===== src/hw/color_pkg.sv =====
// RGB444 pixel format, filter modes and the quantized color class table
// class table is indexed by the two msbs of each channel as {r, g, b}
package color_pkg;

  // red in [11:8], green in [7:4], blue in [3:0]
  typedef logic [11:0] pxl_t;
  typedef logic [3:0] chan_t;

  // one bit per enabled channel, {red, green, blue}
  typedef enum logic [2:0] {
    filt_none    = 3'b000,
    filt_red     = 3'b100,
    filt_green   = 3'b010,
    filt_blue    = 3'b001,
    filt_yellow  = 3'b110,
    filt_magenta = 3'b101,
    filt_cyan    = 3'b011,
    filt_white   = 3'b111
  } filter_mode_e;

  // class flags, a pixel may belong to several classes or none
  typedef logic [6:0] class_t;

  localparam class_t cls_none = 7'b000_0000;
  localparam class_t cls_red = 7'b000_0001;
  localparam class_t cls_grn = 7'b000_0010;
  localparam class_t cls_blu = 7'b000_0100;
  localparam class_t cls_yel = 7'b000_1000;
  localparam class_t cls_cya = 7'b001_0000;
  localparam class_t cls_mag = 7'b010_0000;
  localparam class_t cls_whi = 7'b100_0000;

  // one line per {r, g} pair, the four entries are b = 0 to 3
  localparam class_t class_table [0:63] = '{
    // r = 0
    cls_none, cls_blu, cls_blu, cls_blu,
    cls_grn, cls_cya, cls_blu | cls_cya, cls_blu,
    cls_grn, cls_grn | cls_cya, cls_cya, cls_blu | cls_cya,
    cls_grn, cls_grn, cls_grn | cls_cya, cls_cya,
    // r = 1
    cls_red, cls_mag, cls_blu | cls_mag, cls_blu,
    cls_yel, cls_whi, cls_blu | cls_cya | cls_mag | cls_whi, cls_blu,
    cls_grn | cls_yel, cls_grn | cls_whi, cls_cya, cls_blu | cls_cya,
    cls_grn, cls_grn, cls_grn | cls_cya, cls_cya,
    // r = 2
    cls_red, cls_red | cls_mag, cls_mag, cls_blu | cls_mag,
    cls_red | cls_yel, cls_red | cls_whi, cls_mag, cls_blu | cls_mag,
    cls_yel, cls_yel, cls_whi, cls_blu | cls_whi,
    cls_grn | cls_yel, cls_grn | cls_yel, cls_grn | cls_whi, cls_cya | cls_whi,
    // r = 3
    cls_red, cls_red, cls_red | cls_mag, cls_mag,
    cls_red, cls_red, cls_red | cls_mag, cls_mag,
    cls_red | cls_yel, cls_red | cls_yel, cls_red | cls_whi, cls_mag | cls_whi,
    cls_yel, cls_yel, cls_yel | cls_whi, cls_whi
  };

endpackage


===== src/hw/img_geom_pkg.sv =====
// frame geometry for a fixed 160 x 120 image with an 8-bin column histogram
// widths are derived here so counters cannot overflow at their maximum values
package img_geom_pkg;

  // full image, QQVGA
  localparam int img_cols = 160;
  localparam int img_rows = 120;
  localparam int img_pxls = img_cols * img_rows;

  // inner frame with the default margins (16 columns, 8 rows on each side)
  localparam int inframe_cols = 128;
  localparam int inframe_rows = 104;

  // histogram splits the inner columns into equal bins
  localparam int hist_bins = 8;

  localparam int pxl_addr_w = $clog2(img_pxls);
  localparam int col_w = $clog2(img_cols);
  localparam int row_w = $clog2(img_rows);
  localparam int bin_w = $clog2(hist_bins);
  // one bin holds at most 104 rows x 16 columns = 1664
  localparam int hist_val_w = $clog2(inframe_rows * (inframe_cols / hist_bins) + 1);
  // whole inner frame, at most 13312
  localparam int pxl_count_w = $clog2(inframe_cols * inframe_rows + 1);

  typedef logic [pxl_addr_w-1:0] pxl_addr_t;
  typedef logic [col_w-1:0] col_t;
  typedef logic [row_w-1:0] row_t;
  typedef logic [bin_w-1:0] bin_t;
  typedef logic [hist_val_w-1:0] hist_val_t;
  typedef logic [pxl_count_w-1:0] pxl_count_t;

  // index 0 is the leftmost bin
  typedef hist_val_t [hist_bins-1:0] hist_bins_t;

endpackage


===== src/hw/scan_if.sv =====
// pixel position that travels with each memory data cycle
// every field is only meaningful while data_valid is high
interface scan_if;
  import img_geom_pkg::*;

  // memory data for one pixel is on the bus this cycle
  logic data_valid;
  // pixel lies inside the inner frame
  logic inner;
  // histogram bin of the pixel column
  bin_t bin;
  // data cycle of the last pixel in the frame
  logic frame_last;

  modport scanner (
    output data_valid, inner, bin, frame_last
  );

  modport accum (
    input data_valid, inner, bin, frame_last
  );

endinterface


===== src/hw/color_classifier.sv =====
// purely combinational, decides on the data cycle of each pixel
// only the two msbs of every channel take part in the decision
module color_classifier (
  input  color_pkg::pxl_t         pxl_i,
  input  color_pkg::filter_mode_e mode_i,
  output logic                    pass_o,
  output color_pkg::pxl_t         proc_pxl_o
);
  import color_pkg::*;

  chan_t red;
  chan_t grn;
  chan_t blu;
  // RRGGBB, each channel quantized to 2 bits
  logic [5:0] qidx;
  class_t cls;
  logic pass;

  // split the RGB444 word into channels
  assign red = pxl_i[11:8];
  assign grn = pxl_i[7:4];
  assign blu = pxl_i[3:0];

  assign qidx = {red[3:2], grn[3:2], blu[3:2]};
  assign cls = class_table[qidx];

  // mode picks which class flag lets the pixel through
  always_comb begin
    case (mode_i)
      filt_none:    pass = 1'b1;
      filt_red:     pass = |(cls & cls_red);
      filt_green:   pass = |(cls & cls_grn);
      filt_blue:    pass = |(cls & cls_blu);
      // red plus green channels
      filt_yellow:  pass = |(cls & cls_yel);
      filt_magenta: pass = |(cls & cls_mag);
      filt_cyan:    pass = |(cls & cls_cya);
      filt_white:   pass = |(cls & cls_whi);
      default:      pass = 1'b1;
    endcase
  end

  assign pass_o = pass;

  // rejected pixels are written as black
  assign proc_pxl_o = pass ? pxl_i : '0;

endmodule


===== src/hw/color_proc_top.sv =====
// color filter over a 160 x 120 RGB444 frame with an 8-bin column histogram
// both memories must take one access per cycle, read data one cycle late
module color_proc_top #(
  parameter int outframe_cols = 16,
  parameter int outframe_rows = 8
) (
  input  logic                     clk,
  input  logic                     rst,
  input  logic                     proc_ctrl_i,
  input  logic                     new_frame_i,
  // original image memory
  input  color_pkg::pxl_t          orig_pxl_i,
  output img_geom_pkg::pxl_addr_t  orig_addr_o,
  // processed image memory
  output logic                     proc_we_o,
  output color_pkg::pxl_t          proc_pxl_o,
  output img_geom_pkg::pxl_addr_t  proc_addr_o,
  // frame results
  output logic                     new_frame_proc_o,
  output img_geom_pkg::pxl_count_t colorpxls_o,
  output img_geom_pkg::hist_bins_t hist_o,
  output color_pkg::filter_mode_e  filter_o
);
  import color_pkg::*;

  filter_mode_e mode;
  logic pass;

  // position info from scanner to accumulator
  scan_if scan_bus ();

  frame_scanner #(
    .outframe_cols (outframe_cols),
    .outframe_rows (outframe_rows)
  ) frame_scanner_inst (
    .clk         (clk),
    .rst         (rst),
    .new_frame_i (new_frame_i),
    .orig_addr_o (orig_addr_o),
    .proc_addr_o (proc_addr_o),
    .proc_we_o   (proc_we_o),
    .scan        (scan_bus.scanner)
  );

  filter_selector filter_selector_inst (
    .clk         (clk),
    .rst         (rst),
    .proc_ctrl_i (proc_ctrl_i),
    .mode_o      (mode)
  );

  // works on the returned pixel in its data cycle
  color_classifier color_classifier_inst (
    .pxl_i      (orig_pxl_i),
    .mode_i     (mode),
    .pass_o     (pass),
    .proc_pxl_o (proc_pxl_o)
  );

  hist_accumulator hist_accumulator_inst (
    .clk          (clk),
    .rst          (rst),
    .scan         (scan_bus.accum),
    .pass_i       (pass),
    .hist_o       (hist_o),
    .colorpxls_o  (colorpxls_o),
    .frame_done_o (new_frame_proc_o)
  );

  assign filter_o = mode;

endmodule


===== src/hw/filter_selector.sv =====
// push button steps through the eight filter modes, one step per press
// no debounce here, a bouncing button may advance more than one mode
module filter_selector (
  input  logic                      clk,
  input  logic                      rst,
  input  logic                      proc_ctrl_i,
  output color_pkg::filter_mode_e   mode_o
);
  import color_pkg::*;

  logic btn_meta;
  logic btn_sync;
  logic btn_prev;
  logic btn_rise;
  filter_mode_e mode;

  // two flop synchronizer then one more stage for the edge
  always_ff @(posedge clk or posedge rst) begin
    if (rst) begin
      btn_meta <= 1'b0;
      btn_sync <= 1'b0;
      btn_prev <= 1'b0;
    end else begin
      btn_meta <= proc_ctrl_i;
      btn_sync <= btn_meta;
      btn_prev <= btn_sync;
    end
  end

  assign btn_rise = btn_sync & ~btn_prev;

  // fixed order: none, single channels, channel pairs, then white
  always_ff @(posedge clk or posedge rst) begin
    if (rst) begin
      mode <= filt_none;
    end else if (btn_rise) begin
      case (mode)
        filt_none:    mode <= filt_red;
        filt_red:     mode <= filt_green;
        filt_green:   mode <= filt_blue;
        filt_blue:    mode <= filt_yellow;
        filt_yellow:  mode <= filt_magenta;
        filt_magenta: mode <= filt_cyan;
        filt_cyan:    mode <= filt_white;
        default:      mode <= filt_none;
      endcase
    end
  end

  assign mode_o = mode;

endmodule


===== src/hw/frame_scanner.sv =====
// walks the whole image once per new_frame_i, one address per cycle, no stall
// memory is assumed to return data exactly one cycle after the address
module frame_scanner #(
  parameter int outframe_cols = 16,
  parameter int outframe_rows = 8
) (
  input  logic                    clk,
  input  logic                    rst,
  input  logic                    new_frame_i,
  output img_geom_pkg::pxl_addr_t orig_addr_o,
  output img_geom_pkg::pxl_addr_t proc_addr_o,
  output logic                    proc_we_o,
  scan_if.scanner                 scan
);
  import img_geom_pkg::*;

  // columns left after both margins, its msbs select the bin
  localparam int inner_cols = img_cols - 2 * outframe_cols;
  localparam int inner_col_w = $clog2(inner_cols);

  logic busy;
  pxl_addr_t addr;
  col_t col;
  row_t row;
  logic end_pxl;
  logic end_ln;

  // one cycle behind the address, aligned with the returned data
  logic valid_d;
  logic last_d;
  pxl_addr_t addr_d;
  col_t col_d;
  row_t row_d;
  col_t col_in;

  assign end_pxl = (addr == pxl_addr_t'(img_pxls - 1));
  assign end_ln = (col == col_t'(img_cols - 1));

  // address, column and row counters, all run only while busy
  always_ff @(posedge clk or posedge rst) begin
    if (rst) begin
      busy <= 1'b0;
      addr <= '0;
      col <= '0;
      row <= '0;
      valid_d <= 1'b0;
      last_d <= 1'b0;
    end else begin
      valid_d <= busy;
      last_d <= busy & end_pxl;
      if (busy) begin
        if (end_pxl) begin
          busy <= 1'b0;
          addr <= '0;
          col <= '0;
          row <= '0;
        end else begin
          addr <= addr + 1'b1;
          col <= end_ln ? '0 : col + 1'b1;
          if (end_ln) begin
            row <= row + 1'b1;
          end
        end
      end else if (new_frame_i) begin
        // a request during a frame is simply not seen
        busy <= 1'b1;
      end
    end
  end

  always_ff @(posedge clk) begin
    addr_d <= addr;
    col_d <= col;
    row_d <= row;
  end

  assign orig_addr_o = addr;
  assign proc_addr_o = addr_d;
  assign proc_we_o = valid_d;

  assign scan.data_valid = valid_d;
  assign scan.frame_last = last_d;
  assign scan.inner = (col_d >= col_t'(outframe_cols)) &&
                      (col_d < col_t'(img_cols - outframe_cols)) &&
                      (row_d >= row_t'(outframe_rows)) &&
                      (row_d < row_t'(img_rows - outframe_rows));

  // outside the inner frame this wraps, the accumulator ignores it there
  assign col_in = col_d - col_t'(outframe_cols);
  assign scan.bin = col_in[inner_col_w-1 -: bin_w];

endmodule


===== src/hw/hist_accumulator.sv =====
// counts passing inner-frame pixels per column bin and in total
// results are held from the frame end until the next frame ends
module hist_accumulator (
  input  logic                     clk,
  input  logic                     rst,
  scan_if.accum                    scan,
  input  logic                     pass_i,
  output img_geom_pkg::hist_bins_t hist_o,
  output img_geom_pkg::pxl_count_t colorpxls_o,
  output logic                     frame_done_o
);
  import img_geom_pkg::*;

  // running counts of the frame in progress
  hist_bins_t hist_cnt;
  pxl_count_t total_cnt;
  // counts with the current pixel already added
  hist_bins_t hist_nxt;
  pxl_count_t total_nxt;
  logic count_en;

  assign count_en = scan.data_valid & scan.inner & pass_i;

  always_comb begin
    hist_nxt = hist_cnt;
    total_nxt = total_cnt;
    if (count_en) begin
      hist_nxt[scan.bin] = hist_cnt[scan.bin] + 1'b1;
      total_nxt = total_cnt + 1'b1;
    end
  end

  always_ff @(posedge clk or posedge rst) begin
    if (rst) begin
      hist_cnt <= '0;
      total_cnt <= '0;
      hist_o <= '0;
      colorpxls_o <= '0;
      frame_done_o <= 1'b0;
    end else begin
      frame_done_o <= scan.frame_last;
      if (scan.frame_last) begin
        // last pixel goes straight into the outputs
        hist_o <= hist_nxt;
        colorpxls_o <= total_nxt;
        hist_cnt <= '0;
        total_cnt <= '0;
      end else begin
        hist_cnt <= hist_nxt;
        total_cnt <= total_nxt;
      end
    end
  end

endmodule


===== config.mk =====
export PLATFORM = sky130hd
export DESIGN_NAME = color_proc_top
export DESIGN_NICKNAME = d
export VERILOG_FILES = /design/src/hw/color_pkg.sv /design/src/hw/img_geom_pkg.sv /design/src/hw/scan_if.sv /design/src/hw/color_classifier.sv /design/src/hw/color_proc_top.sv /design/src/hw/filter_selector.sv /design/src/hw/frame_scanner.sv /design/src/hw/hist_accumulator.sv
export SDC_FILE = /design/constraint.sdc
export NUM_CORES = 1
export LEC_CHECK = 0
export ABC_AREA = 0
export BUFFER_PORTS_ARGS = -buffer_cell sky130_fd_sc_hd__buf_4
export CAP_MARGIN = 15
export CORE_MARGIN = 2
export CORE_UTILIZATION = 45
export DETAILED_ROUTE_END_ITERATION = 6
export PLACE_DENSITY_LB_ADDON = 0.1
export SKIP_LAST_GASP = 1
export SLEW_MARGIN = 5
export SYNTH_ARGS = -nofsm -noshare
export SYNTH_HDL_FRONTEND = slang
export SYNTH_SLANG_ARGS = --single-unit

===== constraint.sdc =====
create_clock -name clk -period 6.31 [get_ports clk]
set_input_delay 0 -clock clk [delete_from_list [all_inputs] [get_ports clk]]
set_output_delay 0 -clock clk [all_outputs]
set_load 0.03 [all_outputs]

Yosys cells after proc, flatten, opt, wreduce, memory -nomap -nowiden
Memories as Yosys holds them, arrays and structs flattened.
Index checks and enable logic that the tools add are counted.
{"block": "totals", "romBits": 448, "elab_cells": 90, "output_inout_bits": 149, "reg_bits": 274, "input_bits": 16, "memories": 1}
{"memory": "(no name shown)", "depth": 64, "word_bits": 7, "read_ports": 1, "rd_ports_with_merged_regs": 0, "wr": 0, "line": "color_classifier.sv:25", "rtl": "assign cls = class_table[qidx];"}
{"block": "op_classes", "n_reduce_logical": 7, "n_addsub": 6, "muxes": 22, "n_eq_ne": 9, "n_lt_le_gt_ge": 7, "bitwise": 6}
{"cell": "2-to-1 mux 88 bit", "count": 2}
{"cell": "bitwise mux 88 bit", "count": 1}
{"cell": "binary-select mux 11 bit (select 3 bit)", "count": 1}
{"cell": "demux 11 bit (select 3 bit)", "count": 1}
{"cell": "2-to-1 mux 14 bit", "count": 2}
{"cell": "2-to-1 mux 7 bit", "count": 4}
{"cell": "2-to-1 mux 11 bit", "count": 2}
{"cell": "one-hot mux 3 bit (7 select lines)", "count": 1}
{"cell": "2-to-1 mux 8 bit", "count": 2}
{"cell": "adder 15 x 1 -> 15 bit, second input constant", "count": 1}
{"cell": "== test 15 bit, second input constant", "count": 1}
{"cell": "2-to-1 mux 15 bit", "count": 1}
{"cell": "adder 14 x 1 -> 14 bit, second input constant", "count": 1}
{"cell": "== test 3 bit, second input constant", "count": 4}
{"cell": "2-to-1 mux 12 bit", "count": 1}
{"cell": "adder 11 x 1 -> 11 bit, second input constant", "count": 1}
{"cell": "adder 8 x 1 -> 8 bit, second input constant", "count": 1}
{"cell": "== test 8 bit, second input constant", "count": 1}
{"cell": "greater-or-equal comparator 8 x 5 -> 1 bit, second input constant", "count": 1}
{"cell": "less-than comparator 8 bit, second input constant", "count": 1}
{"cell": "one-hot mux 1 bit (8 select lines)", "count": 1}
{"cell": "adder 7 x 1 -> 7 bit, second input constant", "count": 1}
{"cell": "greater-or-equal comparator 7 x 4 -> 1 bit, second input constant", "count": 1}
{"cell": "greater-or-equal comparator 7 bit, second input constant", "count": 1}
{"cell": "other kinds (14)", "count": 23}

Logic depth before layout (Yosys ltp)
{"block": "logic_depth", "word_depth": 8, "mapped_depth": 17, "depth_no_buf": 11}

Cells and area by module
From an unflattened synthesis, not the netlist that was laid out.
{"block": "hier_totals", "cells_unflattened": 1248, "area_unflattened_um2": 12625.9}
{"mod": "hist_accumulator", "cells_each": 947, "seq_area_each_um2": 5129.9, "n_inst": 1, "area_each_um2": 9505.4}
{"mod": "frame_scanner", "cells_each": 203, "seq_area_each_um2": 1366.3, "n_inst": 1, "area_each_um2": 2268.4}
{"mod": "color_classifier", "cells_each": 78, "seq_area_each_um2": 0.0, "n_inst": 1, "area_each_um2": 621.8}
{"mod": "filter_selector", "cells_each": 20, "seq_area_each_um2": 150.1, "n_inst": 1, "area_each_um2": 230.2}

Least setup slack after synthesis
No wires, ideal clock.
{"block": "synth_path", "path_type": "register -> register", "from": "register frame_scanner_inst.col_d[4]", "to": "register hist_accumulator_inst.hist_o[32] in the netlist's numbering", "arrival_ps": 3293, "path_stages_with_launch": 17, "path_buffers": 5, "setup_ps": 138, "slack_ps": 2879, "t_required_ps": 6172, "period_less_slack_ps": 3431, "cell_sequence": "dfxtp_1 -> buf_6 -> buf_4 -> inv_1 -> ha_1 -> buf_2 -> nor2_1 -> a221o_1 -> a22oi_1 -> buf_2 -> inv_2 -> ha_1 -> o221ai_1 -> or4_1 -> buf_4 -> nand3_4 -> o221ai_2"}
{"block": "synth_via", "elab_chain_len": 7, "word_cells_on_any_way": 18, "classes_between": "add/sub (2); order compare (4); mux (6); bitwise (2); reduce/logical (4)"}
{"item": "start, declared", "line": "frame_scanner.sv:32", "rtl": "col_t col_d;"}
{"item": "start signal, assigned", "line": "frame_scanner.sv:73", "rtl": "col_d <= col;"}
{"item": "branches (longest 6 deep; another with adder 11 x 1 -> 11 bit)"}
{"item": "2-to-1 mux 88 bit *", "line": "hist_accumulator.sv:27", "rtl": "if (count_en) begin"}
{"item": "end signal, assigned", "line": "hist_accumulator.sv:44", "rtl": "hist_o <= hist_nxt;"}
{"item": "end, declared", "line": "hist_accumulator.sv:8", "rtl": "output img_geom_pkg::hist_bins_t hist_o,"}
Every way passes the cells marked *. The select of a mux whose other input is x is not followed.
A chain may end at the register's enable or synchronous reset.

Worst setup path in the final report
{"block": "layout_path", "from": "register frame_scanner_inst.col_d[4]", "to": "register hist_accumulator_inst.hist_o[83] in the netlist's numbering"}
The elaborated chain is that of the path after synthesis.

==> implementation parameters <==
Parameter                              Value

Status
  Result of the run ... finished, violations left
  Violations in the final reports ... DRC

Finish
  Total number of nets in the final design ... ~1400
  Synth-to-layout area growth ... 19.3%
  Fraction of layout instances using a drive strength above 1 ... 0.195
  Antenna cell count ... 0
  Layout Cell Area excl Fill ... 15400 um2

Drt
  Length of routed wiring on met1 ... around 17000 um
  DRC marker count from the first detailed-route iteration ... between 800 and 900
  Mean number of vias per cell ... 5.85
  Overall routed net length ... about 37000 um
  Via Count ... 10700
  DR WL met2 ... 17300 um
  Met3 wirelength from detailed routing ... around 1900 um
  Routed length per placed instance ... between 20 and 25 um
  DRC viols ... 5
  DRT antenna net count ... 0
  Drt pass-1 iters ... 7
  Max layer used ... met4

STA
  Number of failing setup endpoints in the final timing report ... 0
  Unrepaired setup endpoints after global routing ... no
  Fmax achieved ... about 240 MHz
  Final setup TNS ... 0 ns
  Worst slew margin ... 0.292
  Least-Margin Pin Slew ... 1.06 ns
  Smallest setup slack after layout ... roughly 2.1 ns
  Fin crit share ... 0.670
  Clk_skew ... between 0.015 and 0.02 ns
  Final Max Slew Viols ... 0
  Post-layout minimum cycle time ... roughly 4.2 ns
  Final hold viol count ... 0

Pwr
  Power after layout ... ~5.3 mW
  Cell leakage power ... 6.56 nW
  IR Drop Worst-Case VDD ... roughly 0.00022 V
  Power density relative to cell area ... roughly 340 nW/um2

Critical path
  Critical path start-end classification ... flip-flop to flip-flop
  CP endpoint kind ... flip-flop
  Worst setup slack for register-to-register paths ... between 2 and 2.5 ns
  Data required time of the critical path ... between 6 and 7 ns
  Source of the worst register-to-register timing path ... frame_scanner_inst.col_d[4]
  Worst-path maximum fanout ... 34
  Timing startpoint of the critical path ... frame_scanner_inst.col_d[4]
  Arrival time of data at the critical path endpoint ... roughly 4.7 ns
  Nature of the critical path startpoint ... flip-flop

Die
  Number of top-level pins ... roughly 170
  Starting density of the core ... 0.454
  # rows ... 62
  Placeable core region ... around 28000 um2
  Die boundary width ... roughly 170 um
  Die Height ... roughly 170 um
  Die area ... 30100 um2

Logic synthesis
  YS warnings ... 0
  Synth Net Count ... about 1300
  Cell with the most instances after synthesis ... dfrtp_1
  Share of async-settable or async-resettable flops after synthesis ... 0.900
  Most area-hungry cell type in the Yosys netlist ... dfrtp_1
  Cell count after synthesis ... around 1300
  Cell Area, Synth ... approximately 13000 um2
  Average cell area after synthesis ... 9.90 um2
  Most used DFF post-synth ... dfrtp_1
  Ranking of synthesized cells by area ... dfrtp_1 (47%), a21oi_1 (4.6%), dfxtp_1 (4.2%)
  Count of flip-flops with a built-in enable after synthesis ... 0
  Fraction of post-synthesis cell area in the top cell type by area ... 0.472
  Synthesis-stage register bit count ... about 270
  Post-synth cell types ... 72
  Seq/Total Area, Yosys ... 0.514
  Synth top cells by count ... dfrtp_1 (244), a21oi_1 (120), nor2_1 (109)

CTS
  Sinks on Clock Net ... between 200 and 300
  Depth of the CTS H-tree ... 1
  Buffer count from post-CTS setup fixing ... 0
  Clock Tree Root ... clkbuf_16
  Skew-Pair Late Insertion Delay ... ~0.56 ns
  Clock transition at the registers of the reported paths ... approximately 0.060 ns
  Number of gates resized after cts ... 0
  Clock tree from TritonCTS ... done
  Number of buffers on the longest clock path ... 3
  Inserted Clock Buffers ... 29

GRT
  Total routing usage reported by global routing ... 0.242
  Via count of the first global-routing pass ... ~11000
  Initial antenna violation count ... 0
  First-pass GRT wire length ... roughly 60000 um
  Maximum number of pins on one net before global-route repair ... roughly 150
  Gr ovfl total ... 0

Placement
  IO Port Bufs ... about 160
  Dpl cell area ... around 14000 um2
  Dpl ws ... between 2 and 2.5 ns
  Half-perimeter wire length after placement ... about 23000 um
  Routability Congestion ... a little over 0.8

Hold path
  Hold Crit Class ... input port to flip-flop
  Startpoint of the lowest-slack hold path ... proc_ctrl_i

Run
  Max-capacitance violation count ... 0
metal layers:
metal | vias up | track usage
li1 | 4998 | -
met1 | 5301 | 0.348
met2 | 326 | 0.387
met3 | 71 | 0.0305
met4 | 0 | 0.0738
met5 | - | 0
worst paths after layout:
| path | end | cells after the start |
|---|---|---|
| max | hist_accumulator_inst.hist_o[83] | 10 |
| min | filter_selector_inst.btn_meta | 2 |
| max reg2reg | hist_accumulator_inst.hist_o[83] | 10 |
| min reg2reg | filter_selector_inst.btn_sync | 0 |
| max in group asynchronous | hist_accumulator_inst.hist_cnt[28] | 4 |
| min in group asynchronous | hist_accumulator_inst.hist_o[81] | 3 |
cell families after synthesis:
family	count (synthesis)	share of synthesized area
and+or+nand+nor	427	0.162
AOI/OAI and AO/OA	375	0.187
muxes	44	0.0506
buffers and inverters	139	0.0473
adders and majority gates	13	0.0126
DFF	271	0.514
xor gates and xnor gates	38	0.0263
power breakdown:
part | switching [mW] | leakage, nW | internal [mW]
Clock | 0.705 | 0.481 | 1.07
Combinational | 1.13 | 2.96 | 0.442
Sequential | 0.106 | 3.12 | 1.84
state kept, by name, summed over array words and instances (netlist names):
signal	cells
frame_scanner_inst.proc_addr_o	15
hist_accumulator_inst.hist_o	88
hist_accumulator_inst.total_cnt	14
filter_selector_inst.btn_sync	1
frame_scanner_inst.col_d	8
filter_selector_inst.mode_o	3
frame_scanner_inst.orig_addr_o	15
frame_scanner_inst.proc_we_o	1
frame_scanner_inst.col	8
filter_selector_inst.btn_prev	1
frame_scanner_inst.row_d	4
frame_scanner_inst.scan.frame_last	1
hist_accumulator_inst.colorpxls_o	14
frame_scanner_inst.busy	1
filter_selector_inst.btn_meta	1
hist_accumulator_inst.hist_cnt	88
frame_scanner_inst.row	7
hist_accumulator_inst.frame_done_o	1
critical path, cell delays in order (launching register included):
cell	delay, ns
dfxtp_1	0.33
buf_4	0.45
nand2b_1	0.61
o221ai_1	0.19
a22oi_1	0.80
inv_2	0.10
ha_1	0.29
o221a_2	0.18
xnor2_1	0.75
nand3_1	0.22
a31oi_1	0.21
cells in the final DEF (no fill, tap or decap), types with 6 or more instances in the layout:
cell type  netlist  final
nor3_1          19     19
o21ai_0         88     88
o221ai_2         6      6
mux2_2           7      7
clkbuf_16        0     29
a311oi_1         8      7
inv_1           28     27
a31oi_1         53     53
and4_1           6      6
mux4_2          15     15
buf_4            9    187
xor2_1          16     16
a221o_1         16     16
nand2_1         95     95
dfrtp_1        244    243
or3_1            9      9
nand3_1         79     79
nor2b_1         15     14
o221ai_1        13     13
and3_1          14     14
dfxtp_1         27     27
mux2i_1         20     20
a21oi_1        120    120
nand2b_1         9      9
o31ai_1         12     12
xnor2_1         21     21
o211ai_1        15     15
nor2_1         109    108
clkbuf_1        71      8
nand4_1         37     37
ha_1            13     13
and2_1          11     11
area by class of cell:
type	count	area (um2)
clock inverters	12	168
fillers	2594	13000
multi-input cells	897	5720
flip-flops and latches	271	6650
well taps	384	480
clock buffers	42	825
inverters	29	113
repair buffers	192	1470
stage by stage:
stage	hold slack [ns]	cells	utilization
4_1_cts	0.0929	1827	0.542
2_1_floorplan	0.0314	1307	-
3_3_place_gp	0.111	1770	0.506
3_5_place_dp	0.112	1770	0.506
5_1_grt	0.114	1827	0.542
6_report	0.106	1827	0.542
repair_timing:
item,4_1_cts,5_1_grt
setup endpoints to repair,0,0
hold buffers,3,0
endpoints found under the hold margin,39,0
(Power assumes the default switching activity.)
